<file path="src/source/core_pkg.sv">
package core_pkg;

    // one code per instruction; 39 codes need 6 bits.
    typedef enum logic [5:0] {
        op_add, op_sub, op_and, op_or, op_xor,
        op_slt, op_sltu, op_sll, op_srl, op_sra,
        op_addi, op_andi, op_ori, op_xori, op_slti,
        op_sltiu, op_slli, op_srli, op_srai,
        op_lb, op_lh, op_lw, op_lbu, op_lhu,
        op_sb, op_sh, op_sw,
        op_beq, op_bne, op_blt, op_bge, op_bltu, op_bgeu,
        op_jal, op_jalr,
        op_lui, op_auipc,
        op_ebreak, op_illegal
    } op_t;

    typedef enum logic [2:0] {
        st_fetch,
        st_exec,
        st_mem,
        st_wb,
        st_halt
    } state_t;

    localparam logic [31:0] DEFAULT_RESET_PC = 32'h0000_0000;
    localparam int DEFAULT_REG_ADDR_W = 4;

    function automatic logic op_is_load(op_t op);
        return op inside {op_lb, op_lh, op_lw, op_lbu, op_lhu};
    endfunction

    function automatic logic op_is_store(op_t op);
        return op inside {op_sb, op_sh, op_sw};
    endfunction

endpackage

</file>
<file path="src/source/core_alu.sv">
module core_alu (
    input  core_pkg::op_t op,
    input  logic [31:0]   a,
    input  logic [31:0]   b,
    input  logic [31:0]   imm,
    input  logic [31:0]   pc,
    output logic [31:0]   result,
    output logic          take_branch
);

    always_comb begin
        case (op)
            core_pkg::op_add:   result = a + b;
            core_pkg::op_sub:   result = a - b;
            core_pkg::op_and:   result = a & b;
            core_pkg::op_or:    result = a | b;
            core_pkg::op_xor:   result = a ^ b;
            core_pkg::op_slt:   result = {31'b0, $signed(a) < $signed(b)};
            core_pkg::op_sltu:  result = {31'b0, a < b};
            core_pkg::op_sll:   result = a << b[4:0];
            core_pkg::op_srl:   result = a >> b[4:0];
            core_pkg::op_sra:   result = $signed(a) >>> b[4:0];
            core_pkg::op_andi:  result = a & imm;
            core_pkg::op_ori:   result = a | imm;
            core_pkg::op_xori:  result = a ^ imm;
            core_pkg::op_slti:  result = {31'b0, $signed(a) < $signed(imm)};
            core_pkg::op_sltiu: result = {31'b0, a < imm};
            core_pkg::op_slli:  result = a << imm[4:0];
            core_pkg::op_srli:  result = a >> imm[4:0];
            core_pkg::op_srai:  result = $signed(a) >>> imm[4:0];
            core_pkg::op_lui:   result = imm;
            core_pkg::op_auipc: result = pc + imm;
            // addi and the load/store effective address.
            default:            result = a + imm;
        endcase
    end

    always_comb begin
        case (op)
            core_pkg::op_beq:  take_branch = (a == b);
            core_pkg::op_bne:  take_branch = (a != b);
            core_pkg::op_blt:  take_branch = $signed(a) < $signed(b);
            core_pkg::op_bge:  take_branch = $signed(a) >= $signed(b);
            core_pkg::op_bltu: take_branch = a < b;
            core_pkg::op_bgeu: take_branch = a >= b;
            default:           take_branch = 1'b0;
        endcase
    end

endmodule

</file>
<file path="src/source/core_ctrl.sv">
module core_ctrl (
    input  logic          clock,
    input  logic          rst,
    input  core_pkg::op_t op,
    input  logic          mem_done,
    output logic          fetch_req,
    output logic          data_req,
    output logic          inst_load,
    output logic          reg_wen,
    output logic          pc_step,
    output logic          halted
);

    core_pkg::state_t state;
    core_pkg::state_t state_next;
    logic             needs_mem;
    logic             stops;
    logic             writes_rd;

    assign needs_mem = core_pkg::op_is_load(op) || core_pkg::op_is_store(op);
    assign stops     = (op == core_pkg::op_ebreak) || (op == core_pkg::op_illegal);

    // stores, branches and halting ops have no destination.
    always_comb begin
        case (op)
            core_pkg::op_sb, core_pkg::op_sh, core_pkg::op_sw,
            core_pkg::op_beq, core_pkg::op_bne, core_pkg::op_blt,
            core_pkg::op_bge, core_pkg::op_bltu, core_pkg::op_bgeu,
            core_pkg::op_ebreak, core_pkg::op_illegal: writes_rd = 1'b0;
            default: writes_rd = 1'b1;
        endcase
    end

    always_comb begin
        state_next = state;
        case (state)
            core_pkg::st_fetch: begin
                if (mem_done) state_next = core_pkg::st_exec;
            end
            core_pkg::st_exec: begin
                if (stops) state_next = core_pkg::st_halt;
                else if (needs_mem) state_next = core_pkg::st_mem;
                else state_next = core_pkg::st_wb;
            end
            core_pkg::st_mem: begin
                if (mem_done) state_next = core_pkg::st_wb;
            end
            core_pkg::st_wb: state_next = core_pkg::st_fetch;
            core_pkg::st_halt: state_next = core_pkg::st_halt;
            default: state_next = core_pkg::st_fetch;
        endcase
    end

    // request flags follow the next state, so they drop the cycle after mem_done.
    always_ff @(posedge clock) begin
        if (rst) begin
            state     <= core_pkg::st_fetch;
            fetch_req <= 1'b0;
            data_req  <= 1'b0;
        end else begin
            state     <= state_next;
            fetch_req <= (state_next == core_pkg::st_fetch);
            data_req  <= (state_next == core_pkg::st_mem);
        end
    end

    assign inst_load = (state == core_pkg::st_fetch) && mem_done;
    assign pc_step   = (state == core_pkg::st_wb);
    assign reg_wen   = pc_step && writes_rd;
    assign halted    = (state == core_pkg::st_halt);

endmodule

</file>
<file path="src/source/core_decode.sv">
module core_decode #(
    parameter int REG_ADDR_W = core_pkg::DEFAULT_REG_ADDR_W
) (
    input  logic [31:0]           inst,
    output core_pkg::op_t         op,
    output logic [REG_ADDR_W-1:0] rs1,
    output logic [REG_ADDR_W-1:0] rs2,
    output logic [REG_ADDR_W-1:0] rd,
    output logic [31:0]           imm
);

    logic [6:0] opcode;
    logic [2:0] funct3;
    logic [6:0] funct7;

    assign opcode = inst[6:0];
    assign funct3 = inst[14:12];
    assign funct7 = inst[31:25];

    assign rs1 = inst[15 +: REG_ADDR_W];
    assign rs2 = inst[20 +: REG_ADDR_W];
    assign rd  = inst[7 +: REG_ADDR_W];

    always_comb begin
        case (opcode)
            7'b0100011: imm = {{20{inst[31]}}, inst[31:25], inst[11:7]};
            7'b1100011: imm = {{19{inst[31]}}, inst[31], inst[7], inst[30:25], inst[11:8], 1'b0};
            7'b0110111, 7'b0010111: imm = {inst[31:12], 12'b0};
            7'b1101111: imm = {{11{inst[31]}}, inst[31], inst[19:12], inst[20], inst[30:21], 1'b0};
            default: imm = {{20{inst[31]}}, inst[31:20]};
        endcase
    end

    always_comb begin
        op = core_pkg::op_illegal;
        case (opcode)
            7'b0110011: begin
                if (funct7 == 7'b0000000) begin
                    case (funct3)
                        3'b000: op = core_pkg::op_add;
                        3'b001: op = core_pkg::op_sll;
                        3'b010: op = core_pkg::op_slt;
                        3'b011: op = core_pkg::op_sltu;
                        3'b100: op = core_pkg::op_xor;
                        3'b101: op = core_pkg::op_srl;
                        3'b110: op = core_pkg::op_or;
                        default: op = core_pkg::op_and;
                    endcase
                end else if (funct7 == 7'b0100000) begin
                    if (funct3 == 3'b000) op = core_pkg::op_sub;
                    else if (funct3 == 3'b101) op = core_pkg::op_sra;
                end
            end
            7'b0010011: begin
                case (funct3)
                    3'b000: op = core_pkg::op_addi;
                    3'b010: op = core_pkg::op_slti;
                    3'b011: op = core_pkg::op_sltiu;
                    3'b100: op = core_pkg::op_xori;
                    3'b110: op = core_pkg::op_ori;
                    3'b111: op = core_pkg::op_andi;
                    3'b001: if (funct7 == 7'b0000000) op = core_pkg::op_slli;
                    default: begin
                        if (funct7 == 7'b0000000) op = core_pkg::op_srli;
                        else if (funct7 == 7'b0100000) op = core_pkg::op_srai;
                    end
                endcase
            end
            7'b1100011: begin
                case (funct3)
                    3'b000: op = core_pkg::op_beq;
                    3'b001: op = core_pkg::op_bne;
                    3'b100: op = core_pkg::op_blt;
                    3'b101: op = core_pkg::op_bge;
                    3'b110: op = core_pkg::op_bltu;
                    3'b111: op = core_pkg::op_bgeu;
                    default: op = core_pkg::op_illegal;
                endcase
            end
            7'b0000011: begin
                case (funct3)
                    3'b000: op = core_pkg::op_lb;
                    3'b001: op = core_pkg::op_lh;
                    3'b010: op = core_pkg::op_lw;
                    3'b100: op = core_pkg::op_lbu;
                    3'b101: op = core_pkg::op_lhu;
                    default: op = core_pkg::op_illegal;
                endcase
            end
            7'b0100011: begin
                case (funct3)
                    3'b000: op = core_pkg::op_sb;
                    3'b001: op = core_pkg::op_sh;
                    3'b010: op = core_pkg::op_sw;
                    default: op = core_pkg::op_illegal;
                endcase
            end
            7'b1101111: op = core_pkg::op_jal;
            7'b1100111: if (funct3 == 3'b000) op = core_pkg::op_jalr;
            7'b0110111: op = core_pkg::op_lui;
            7'b0010111: op = core_pkg::op_auipc;
            // only the exact ebreak encoding is accepted.
            7'b1110011: if (inst == 32'h0010_0073) op = core_pkg::op_ebreak;
            default: op = core_pkg::op_illegal;
        endcase
    end

endmodule

</file>
<file path="src/source/core_mem_port.sv">
module core_mem_port (
    input  logic          clock,
    input  logic          fetch_req,
    input  logic          data_req,
    input  core_pkg::op_t op,
    input  logic [31:0]   pc,
    input  logic [31:0]   data_addr,
    input  logic [31:0]   store_data,
    output logic          mem_req,
    output logic [31:0]   mem_addr,
    output logic          mem_wen,
    output logic [3:0]    mem_wstrb,
    output logic [31:0]   mem_wdata,
    input  logic          mem_ok,
    input  logic [31:0]   mem_rdata,
    output logic          mem_done,
    output logic [31:0]   load_data
);

    logic [31:0] bus_addr;
    logic [4:0]  lane_shift;
    logic [31:0] lane_q;

    // the data phase owns the port, otherwise the fetch does.
    assign bus_addr   = data_req ? data_addr : pc;
    assign lane_shift = {bus_addr[1:0], 3'b000};

    assign mem_req  = fetch_req || data_req;
    assign mem_addr = {bus_addr[31:2], 2'b00};
    assign mem_wen  = data_req && core_pkg::op_is_store(op);
    assign mem_done = mem_ok && mem_req;

    always_comb begin
        mem_wstrb = 4'b0000;
        mem_wdata = store_data;
        if (mem_wen) begin
            case (op)
                core_pkg::op_sb: begin
                    mem_wstrb = 4'b0001 << bus_addr[1:0];
                    mem_wdata = {24'b0, store_data[7:0]} << lane_shift;
                end
                core_pkg::op_sh: begin
                    mem_wstrb = 4'b0011 << {bus_addr[1], 1'b0};
                    mem_wdata = {16'b0, store_data[15:0]} << lane_shift;
                end
                default: mem_wstrb = 4'b1111;
            endcase
        end
    end

    // keep the addressed lane at the bottom for the writeback cycle.
    always_ff @(posedge clock) begin
        if (mem_done && data_req) begin
            lane_q <= mem_rdata >> lane_shift;
        end
    end

    always_comb begin
        case (op)
            core_pkg::op_lb:  load_data = {{24{lane_q[7]}}, lane_q[7:0]};
            core_pkg::op_lbu: load_data = {24'b0, lane_q[7:0]};
            core_pkg::op_lh:  load_data = {{16{lane_q[15]}}, lane_q[15:0]};
            core_pkg::op_lhu: load_data = {16'b0, lane_q[15:0]};
            default:          load_data = lane_q;
        endcase
    end

endmodule

</file>
<file path="src/source/core_pc.sv">
module core_pc #(
    parameter logic [31:0] RESET_PC = core_pkg::DEFAULT_RESET_PC
) (
    input  logic          clock,
    input  logic          rst,
    input  logic          step,
    input  core_pkg::op_t op,
    input  logic          take_branch,
    input  logic [31:0]   imm,
    input  logic [31:0]   rs1_data,
    output logic [31:0]   pc,
    output logic [31:0]   link
);

    logic [31:0] jalr_sum;
    logic [31:0] pc_next;

    assign link     = pc + 32'd4;
    assign jalr_sum = rs1_data + imm;

    // take_branch is only ever set for branch ops.
    always_comb begin
        if ((op == core_pkg::op_jal) || take_branch) begin
            pc_next = pc + imm;
        end else if (op == core_pkg::op_jalr) begin
            pc_next = {jalr_sum[31:1], 1'b0};
        end else begin
            pc_next = link;
        end
    end

    always_ff @(posedge clock) begin
        if (rst) begin
            pc <= RESET_PC;
        end else if (step) begin
            pc <= pc_next;
        end
    end

endmodule

</file>
<file path="src/source/core_regfile.sv">
module core_regfile #(
    parameter int REG_ADDR_W = core_pkg::DEFAULT_REG_ADDR_W
) (
    input  logic                  clock,
    input  logic                  wen,
    input  logic [REG_ADDR_W-1:0] waddr,
    input  logic [31:0]           wdata,
    input  logic [REG_ADDR_W-1:0] raddr1,
    input  logic [REG_ADDR_W-1:0] raddr2,
    output logic [31:0]           rdata1,
    output logic [31:0]           rdata2
);

    logic [31:0] regs [2**REG_ADDR_W];

    always_ff @(posedge clock) begin
        if (wen && (waddr != '0)) begin
            regs[waddr] <= wdata;
        end
    end

    // x0 is never written, so force it on read.
    assign rdata1 = (raddr1 == '0) ? 32'b0 : regs[raddr1];
    assign rdata2 = (raddr2 == '0) ? 32'b0 : regs[raddr2];

endmodule

</file>
<file path="src/source/core_top.sv">
module core_top #(
    parameter logic [31:0] RESET_PC   = core_pkg::DEFAULT_RESET_PC,
    parameter int          REG_ADDR_W = core_pkg::DEFAULT_REG_ADDR_W
) (
    input  logic        clock,
    input  logic        rst,
    output logic        mem_req,
    output logic [31:0] mem_addr,
    output logic        mem_wen,
    output logic [3:0]  mem_wstrb,
    output logic [31:0] mem_wdata,
    input  logic        mem_ok,
    input  logic [31:0] mem_rdata,
    output logic [31:0] pc,
    output logic [31:0] inst,
    output logic        halted
);

    core_pkg::op_t         op;
    logic [REG_ADDR_W-1:0] rs1;
    logic [REG_ADDR_W-1:0] rs2;
    logic [REG_ADDR_W-1:0] rd;
    logic [31:0]           imm;
    logic [31:0]           rs1_data;
    logic [31:0]           rs2_data;
    logic [31:0]           wb_data;
    logic [31:0]           alu_result;
    logic [31:0]           link;
    logic [31:0]           load_data;
    logic                  take_branch;
    logic                  fetch_req;
    logic                  data_req;
    logic                  inst_load;
    logic                  reg_wen;
    logic                  pc_step;
    logic                  mem_done;

    always_ff @(posedge clock) begin
        if (inst_load) begin
            inst <= mem_rdata;
        end
    end

    always_comb begin
        if (core_pkg::op_is_load(op)) begin
            wb_data = load_data;
        end else if ((op == core_pkg::op_jal) || (op == core_pkg::op_jalr)) begin
            wb_data = link;
        end else begin
            wb_data = alu_result;
        end
    end

    core_ctrl u_ctrl (
        .clock     (clock),
        .rst       (rst),
        .op        (op),
        .mem_done  (mem_done),
        .fetch_req (fetch_req),
        .data_req  (data_req),
        .inst_load (inst_load),
        .reg_wen   (reg_wen),
        .pc_step   (pc_step),
        .halted    (halted)
    );

    core_decode #(.REG_ADDR_W(REG_ADDR_W)) u_decode (
        .inst (inst),
        .op   (op),
        .rs1  (rs1),
        .rs2  (rs2),
        .rd   (rd),
        .imm  (imm)
    );

    core_regfile #(.REG_ADDR_W(REG_ADDR_W)) u_regfile (
        .clock  (clock),
        .wen    (reg_wen),
        .waddr  (rd),
        .wdata  (wb_data),
        .raddr1 (rs1),
        .raddr2 (rs2),
        .rdata1 (rs1_data),
        .rdata2 (rs2_data)
    );

    core_alu u_alu (
        .op          (op),
        .a           (rs1_data),
        .b           (rs2_data),
        .imm         (imm),
        .pc          (pc),
        .result      (alu_result),
        .take_branch (take_branch)
    );

    core_pc #(.RESET_PC(RESET_PC)) u_pc (
        .clock       (clock),
        .rst         (rst),
        .step        (pc_step),
        .op          (op),
        .take_branch (take_branch),
        .imm         (imm),
        .rs1_data    (rs1_data),
        .pc          (pc),
        .link        (link)
    );

    core_mem_port u_mem_port (
        .clock      (clock),
        .fetch_req  (fetch_req),
        .data_req   (data_req),
        .op         (op),
        .pc         (pc),
        .data_addr  (alu_result),
        .store_data (rs2_data),
        .mem_req    (mem_req),
        .mem_addr   (mem_addr),
        .mem_wen    (mem_wen),
        .mem_wstrb  (mem_wstrb),
        .mem_wdata  (mem_wdata),
        .mem_ok     (mem_ok),
        .mem_rdata  (mem_rdata),
        .mem_done   (mem_done),
        .load_data  (load_data)
    );

endmodule

</file>
<file path="config.mk">
export PLATFORM = sky130hd
export DESIGN_NAME = core_top
export DESIGN_NICKNAME = d
export VERILOG_FILES = /design/src/source/core_pkg.sv /design/src/source/core_alu.sv /design/src/source/core_ctrl.sv /design/src/source/core_decode.sv /design/src/source/core_mem_port.sv /design/src/source/core_pc.sv /design/src/source/core_regfile.sv /design/src/source/core_top.sv
export SDC_FILE = /design/constraint.sdc
export NUM_CORES = 2
export LEC_CHECK = 0
export BUFFER_PORTS_ARGS = -buffer_cell sky130_fd_sc_hd__buf_4
export CORE_AREA = 5 5 407 409
export DETAILED_ROUTE_END_ITERATION = 12
export DIE_AREA = 0 0 412 414
export PLACE_DENSITY_LB_ADDON = 0.1
export REMOVE_ABC_BUFFERS = 1
export SLEW_MARGIN = 25
export SYNTH_ARGS = -nofsm -noshare
export SYNTH_HDL_FRONTEND = slang
export SYNTH_SLANG_ARGS = --single-unit
</file>
<file path="constraint.sdc">
create_clock -name clock -period 18.4 [get_ports clock]
set_clock_uncertainty 0.1 [all_clocks]
set_input_delay 2.76 -clock clock [delete_from_list [all_inputs] [get_ports clock]]
set_output_delay 2.76 -clock clock [all_outputs]
set_load 0.1 [all_outputs]
</file>
# == Word-level counts from Yosys, hierarchy flattened ==
# Memory sizes are Yosys's and may differ from the RTL's. A register that Yosys moved wholly into a read port is not among the register bits.
# Cells that the tools add are included.
# word_totals
input_bits,35
out_inout_bits,135
memories,1
ff_bits,101
latchBits,0
ramBits,512
rom_bits,0
# mem_list
name,words,width,rd,rd_clocked_by_memory_dff,write_ports,line,text
u_regfile.regs,16,32,2,2,1,core_regfile.sv:14,logic [31:0] regs [2**REG_ADDR_W];
# op_classes
mul,0
n_reduce_logical,23
add_sub_neg,5
order_cmp,6
muxes,40
n_eq_ne,63
shift,11
div,0
bitwise_logic,6
# ops
operator,n
case mux 32 bit (20 select lines),1
2-to-1 mux 32 bit,8
less-than comparator 32 bit,4
case mux 32 bit (4 select lines),1
case mux 31 bit (4 select lines),1
adder 32 bit,3
"== test 6 x 5 -> 1 bit, second input constant",16
>> shifter 32 x 5 -> 32 bit,3
bitwise AND 32 bit,2
>= comparator 32 bit,2
OR 32 bit,2
case mux 32 bit (2 select lines),1
<< shifter 32 x 5 -> 32 bit,2
>>> shifter 32 x 5 -> 32 bit,2
XOR 32 bit,2
case mux 6 bit (10 select lines),1
"== test 6 x 4 -> 1 bit, second input constant",7
"== test 6 bit, second input constant",7
2-to-1 mux 6 bit,7
case mux 6 bit (7 select lines),1
case mux 6 bit (6 select lines),1
"adder 32 x 3 -> 32 bit, second input constant",1
"== test 32 x 21 -> 1 bit, second input constant",1
== test 32 bit,1
other kinds (37),77

# == Logic depth before layout (Yosys ltp) ==
# logic_depth
word_depth,13
depth_mapped,29

# == Hierarchy ==
# From an unflattened synthesis, not the netlist that was laid out.
# hier_totals
cells_unflattened,5110
area_unflattened_um2,50055.5
# modules_own_cells
mod,cells_each,area_per_inst_um2,seq_area_each_um2,n_inst
core_regfile,1168,22026.1,14413.8,1
core_alu,2421,15965.3,0.0,1
core_pc,753,5330.1,640.6,1
core_mem_port,354,3418.3,960.9,1
core_top,190,1814.2,960.9,1
core_decode,187,1194.9,0.0,1
core_ctrl,37,306.5,100.1,1

# == Worst setup path before layout ==
# OpenSTA, ideal clock, no wires.
# synth_timing
path_kind,reg-to-output
from,register (tool-made name)
to,output mem_wstrb[0]
t_required_ps,15540
path_stages_with_launch,29
path_slack_ps,6969
arrival_time_ps,8571
n_path_buf,9
path_cell_list,dfxtp_1 > buf_2 > buf_2 > buf_4 > buf_2 > buf_4 > buf_1 > mux4_2 > mux4_2 > and2_1 > clkbuf_1 > inv_1 > ha_1 > clkbuf_1 > nand3_1 > o21bai_1 > a211oi_1 > o21ai_0 > a21oi_1 > a2111oi_0 > nor2_1 > a21o_1 > a21oi_1 > a21oi_1 > o311ai_2 > o211ai_2 > buf_2 > a21oi_1 > o31ai_1
# synth_lines
element,line,text
to (decl),core_top.sv:10,"output logic [3:0] mem_wstrb,"

==> impl_metrics.csv <==
group,metric,value,unit
outcome,status,"complete, no violations",
timing,layout_setup_ws,4.648,ns
cells_and_area,fillers,16271,
routing,post-route-drc-count,0,
grt,grt_pass1_vias,43103,
power,power.density,136.0,nW/µm²
clock_network,clkTransAtPathRegs,0.06,ns
clock_network,postCtsHoldBufs,0,
power,ir_worst_vdd,0.08688,mV
clock_network,htreeDepth,3,
cells_and_area,fin_nets,4967,
timing,finalCritPeriodShare,0.7474,
grt,grt_overflow,0,
synth,yosys.area_share.simple,0.1299,
synth,synth_cell_type_count,115,
synth,synth.area.top_cells,"edfxtp_1 (36%), mux4_2 (14%), ha_1 (4.1%)",
die,fp.coreArea,161700,µm²
placement,dp_hpwl,218.3,mm
worst_setup_path,path_cells,"buf_4 > buf_4 > mux4_2 > mux4_2 > nand2_1 > clkinv_1 > ha_1 > inv_1 > o21ai_0 > a21oi_1 > nor2_1 > a2111oi_2 > buf_4 > nor2_1 > a21o_1 > a21oi_1 > a21oi_1 > o311ai_2 > o211ai_2 > nand4_2 > o221ai_2 > buf_4",
clock_network,cts_resized,0,
worst_setup_path,cp.arrival,10.89,ns
die,die_w,412,µm
synth,synth_edf_count,576,
grt,groute.usage.overall,0.3318,
synth,synth_compound_area_frac,0.1977,
worst_setup_path,criticalPathCategory,"reg -> out",
synth,synth_top_area_share,0.3590,
timing,max_freq,72.72,MHz
grt,grt_pass1_wl,389.4,mm
worst_setup_path,cpPeakStageDelay,0.96,ns
clock_network,postCtsSetupBuffers,0,
synth,synth-seq-cells,621,
synth,synthMuxAreaShare,0.1822,
synth,ys.flop_type,"edfxtp_1",
power,p_leak,19.54,nW
synth,async_flop_share,0,
placement,post-place-ws,5.618,ns
timing,slew_headroom,0.1601,
die,boundaryPins,170,
power,total_power,7.546,mW
worst_setup_path,cpLargestDelayFamily,"buffers and inverters",
clock_network,cts_tree,"done",
synth,synth.most_common_cell,"edfxtp_1",
die,start_util,0.2980,
clock_network,clock-root-buffer,"clkbuf_16",
synth,synth_common_cells,"edfxtp_1 (576), a21oi_1 (355), nor2_1 (335)",
synth,ys_warn_count,0,
routing,antenna_left,0,
placement,place.gp.congestion,1.077,
placement,numPortBuffers,167,
placement,placed_cells_incl_taps,6867,
synth,synthCells,4616,
routing,dr.pass1.iters,6,
routing,first_iter_violations,5985,
timing,worstMarginPinSlew,1.256,ns
worst_setup_path,cp.required,15.54,ns
worst_setup_path,cp_common_cell,"buf_4",
worst_setup_path,start_kind,"flip-flop",
grt,grt_max_degree,81,
worst_setup_path,cp_max_fo,65,
worst_setup_path,cp.buffers_inverters,6,
worst_setup_path,slowest_stage,"clkinv_1",
clock_network,clkLatencyLatePin,0.68,ns
synth,yosysSeqAreaShare,0.3777,
routing,drt_wl_total,293.5,mm
die,die_h,414,µm
timing,setup_viol,0,
die,rows,148,
clock_network,cts.sinks,621,
synth,synth_top_family_by_area,"compound AO/OA/AOI/OAI gates",
timing,period_needed,13.75,ns
worst_setup_path,end_kind,"output port",
run,cap_viol_max_count,0,
cells_and_area,drive_above_1_share,0.2216,
synth,synth_area,48180,µm²
timing,tns,0,ns
routing,vias,45644,
synth,synthAdderAreaFrac,0.04296,
clock_network,numCtsBuffers,73,
synth,synth_xor_xnor_area_share,0.02200,
worst_setup_path,reg2reg_slack,8.22,ns
routing,wire_per_inst,41.83,µm
synth,avgSynthCellArea,10.44,µm²
timing,maxSlewViolCount,0,
hold_path,hold_path_class,"reg -> reg",
routing,via_per_inst,6.505,
timing,rsz0062_at_grt,"false",
grt,antenna_found_initial,35,
cells_and_area,stdcell_count,7017,
cells_and_area,area_growth,15.15,%
synth,yosys.area.top_type,"edfxtp_1",
clock_network,clockBufferDepth,3,
timing,hold_viol_final,0,
die,dieArea,170600,µm²
## path summary, 6_finish.rpt
| check | from | endpoint | cells after the start |
|---|---|---|---|
| min | u_ctrl.state[2] | u_ctrl.state[1] | 1 |
| max | flip-flop | mem_wdata[18] | 22 |
| max reg2reg | flip-flop | u_regfile.regs[7][28] | 21 |
| min reg2reg | u_ctrl.state[2] | u_ctrl.state[1] | 1 |
## cells by family after synthesis
| family | Yosys count |
|---|---|
| other | 1 |
| buffers and inverters | 537 |
| AO/OA/AOI/OAI | 1397 |
| flip-flops | 621 |
| XOR/XNOR | 121 |
| AND/OR/NAND/NOR | 1287 |
| adder cells (fa/ha/maj) | 163 |
| multiplexers | 489 |
## layer usage
metal / up-vias / track usage / part of all wire
met5: - / 0 / 0.00039
met4: 18 / 0.1906 / 0.071
met3: 757 / 0.09834 / 0.10
met2: 2923 / 0.4813 / 0.42
met1: 23481 / 0.4394 / 0.40
li1: 18465 / - / -
## worst reg2reg max path: cells and delay by family (launching register included)
family | cells | cell delay, ns
adders and majority gates | 1 | 0.34
muxes | 2 | 1.07
DFF | 1 | 0.77
xor gates and xnor gates | 1 | 0.17
buffers and inverters | 3 | 1.85
AOI/OAI and AO/OA | 10 | 4.40
and+or+nand+nor | 4 | 1.08
## layout by cell type, fill, tap and decap left out, drive strengths merged, types with 55 or more instances in the layout
cell type  count
o21ai        282
inv          151
mux4         305
nand2        331
mux2i        129
a21oi        356
o211ai        83
buf          428
xnor2         83
edfxtp       576
ha           159
nor3         129
mux2          55
clkbuf        86
a211oi        61
a21o          65
nor2         338
nand3        160
## cell type report
cell class                      instances  area [µm²]  share of cell area
Tap cell                             2175        2721             0.04905
Timing Repair Buffer                  429        3231             0.05823
Clock inverter                         45       485.5            0.008751
Multi-Input combinational cell       3491       28310              0.5103
Clock buffer                           85        1882             0.03392
Sequential cell                       621       18230              0.3286
Inverter                              153       574.3             0.01035
Antenna cell                           18       45.04           0.0008119
## stage by stage
step,cell area (µm²),hold slack (ns),utilization
2_1_floorplan,46590,0.3734,-
3_3_place_gp,52950,0.4236,0.3276
3_5_place_dp,53000,0.4337,0.3278
4_1_cts,55360,0.4353,0.3425
5_1_grt,55430,0.4843,0.3429
6_report,55480,0.4314,0.3432
## registers in the layout (all words and copies together) (netlist names), named ones only
signal             flops
inst                  32
u_pc.pc               32
u_ctrl.data_req        1
u_ctrl.state           3
u_ctrl.fetch_req       1
u_regfile.regs       512
u_mem_port.lane_q     32
## report_power, final
| group | switching [mW] | total, mW | internal, mW |
|---|---|---|---|
| clock network | 0.628 | 1.46 | 0.829 |
| logic | 3.01 | 4.18 | 1.17 |
| registers | 0.0624 | 1.91 | 1.85 |
No activity file was read; power rests on OpenSTA's default activity.
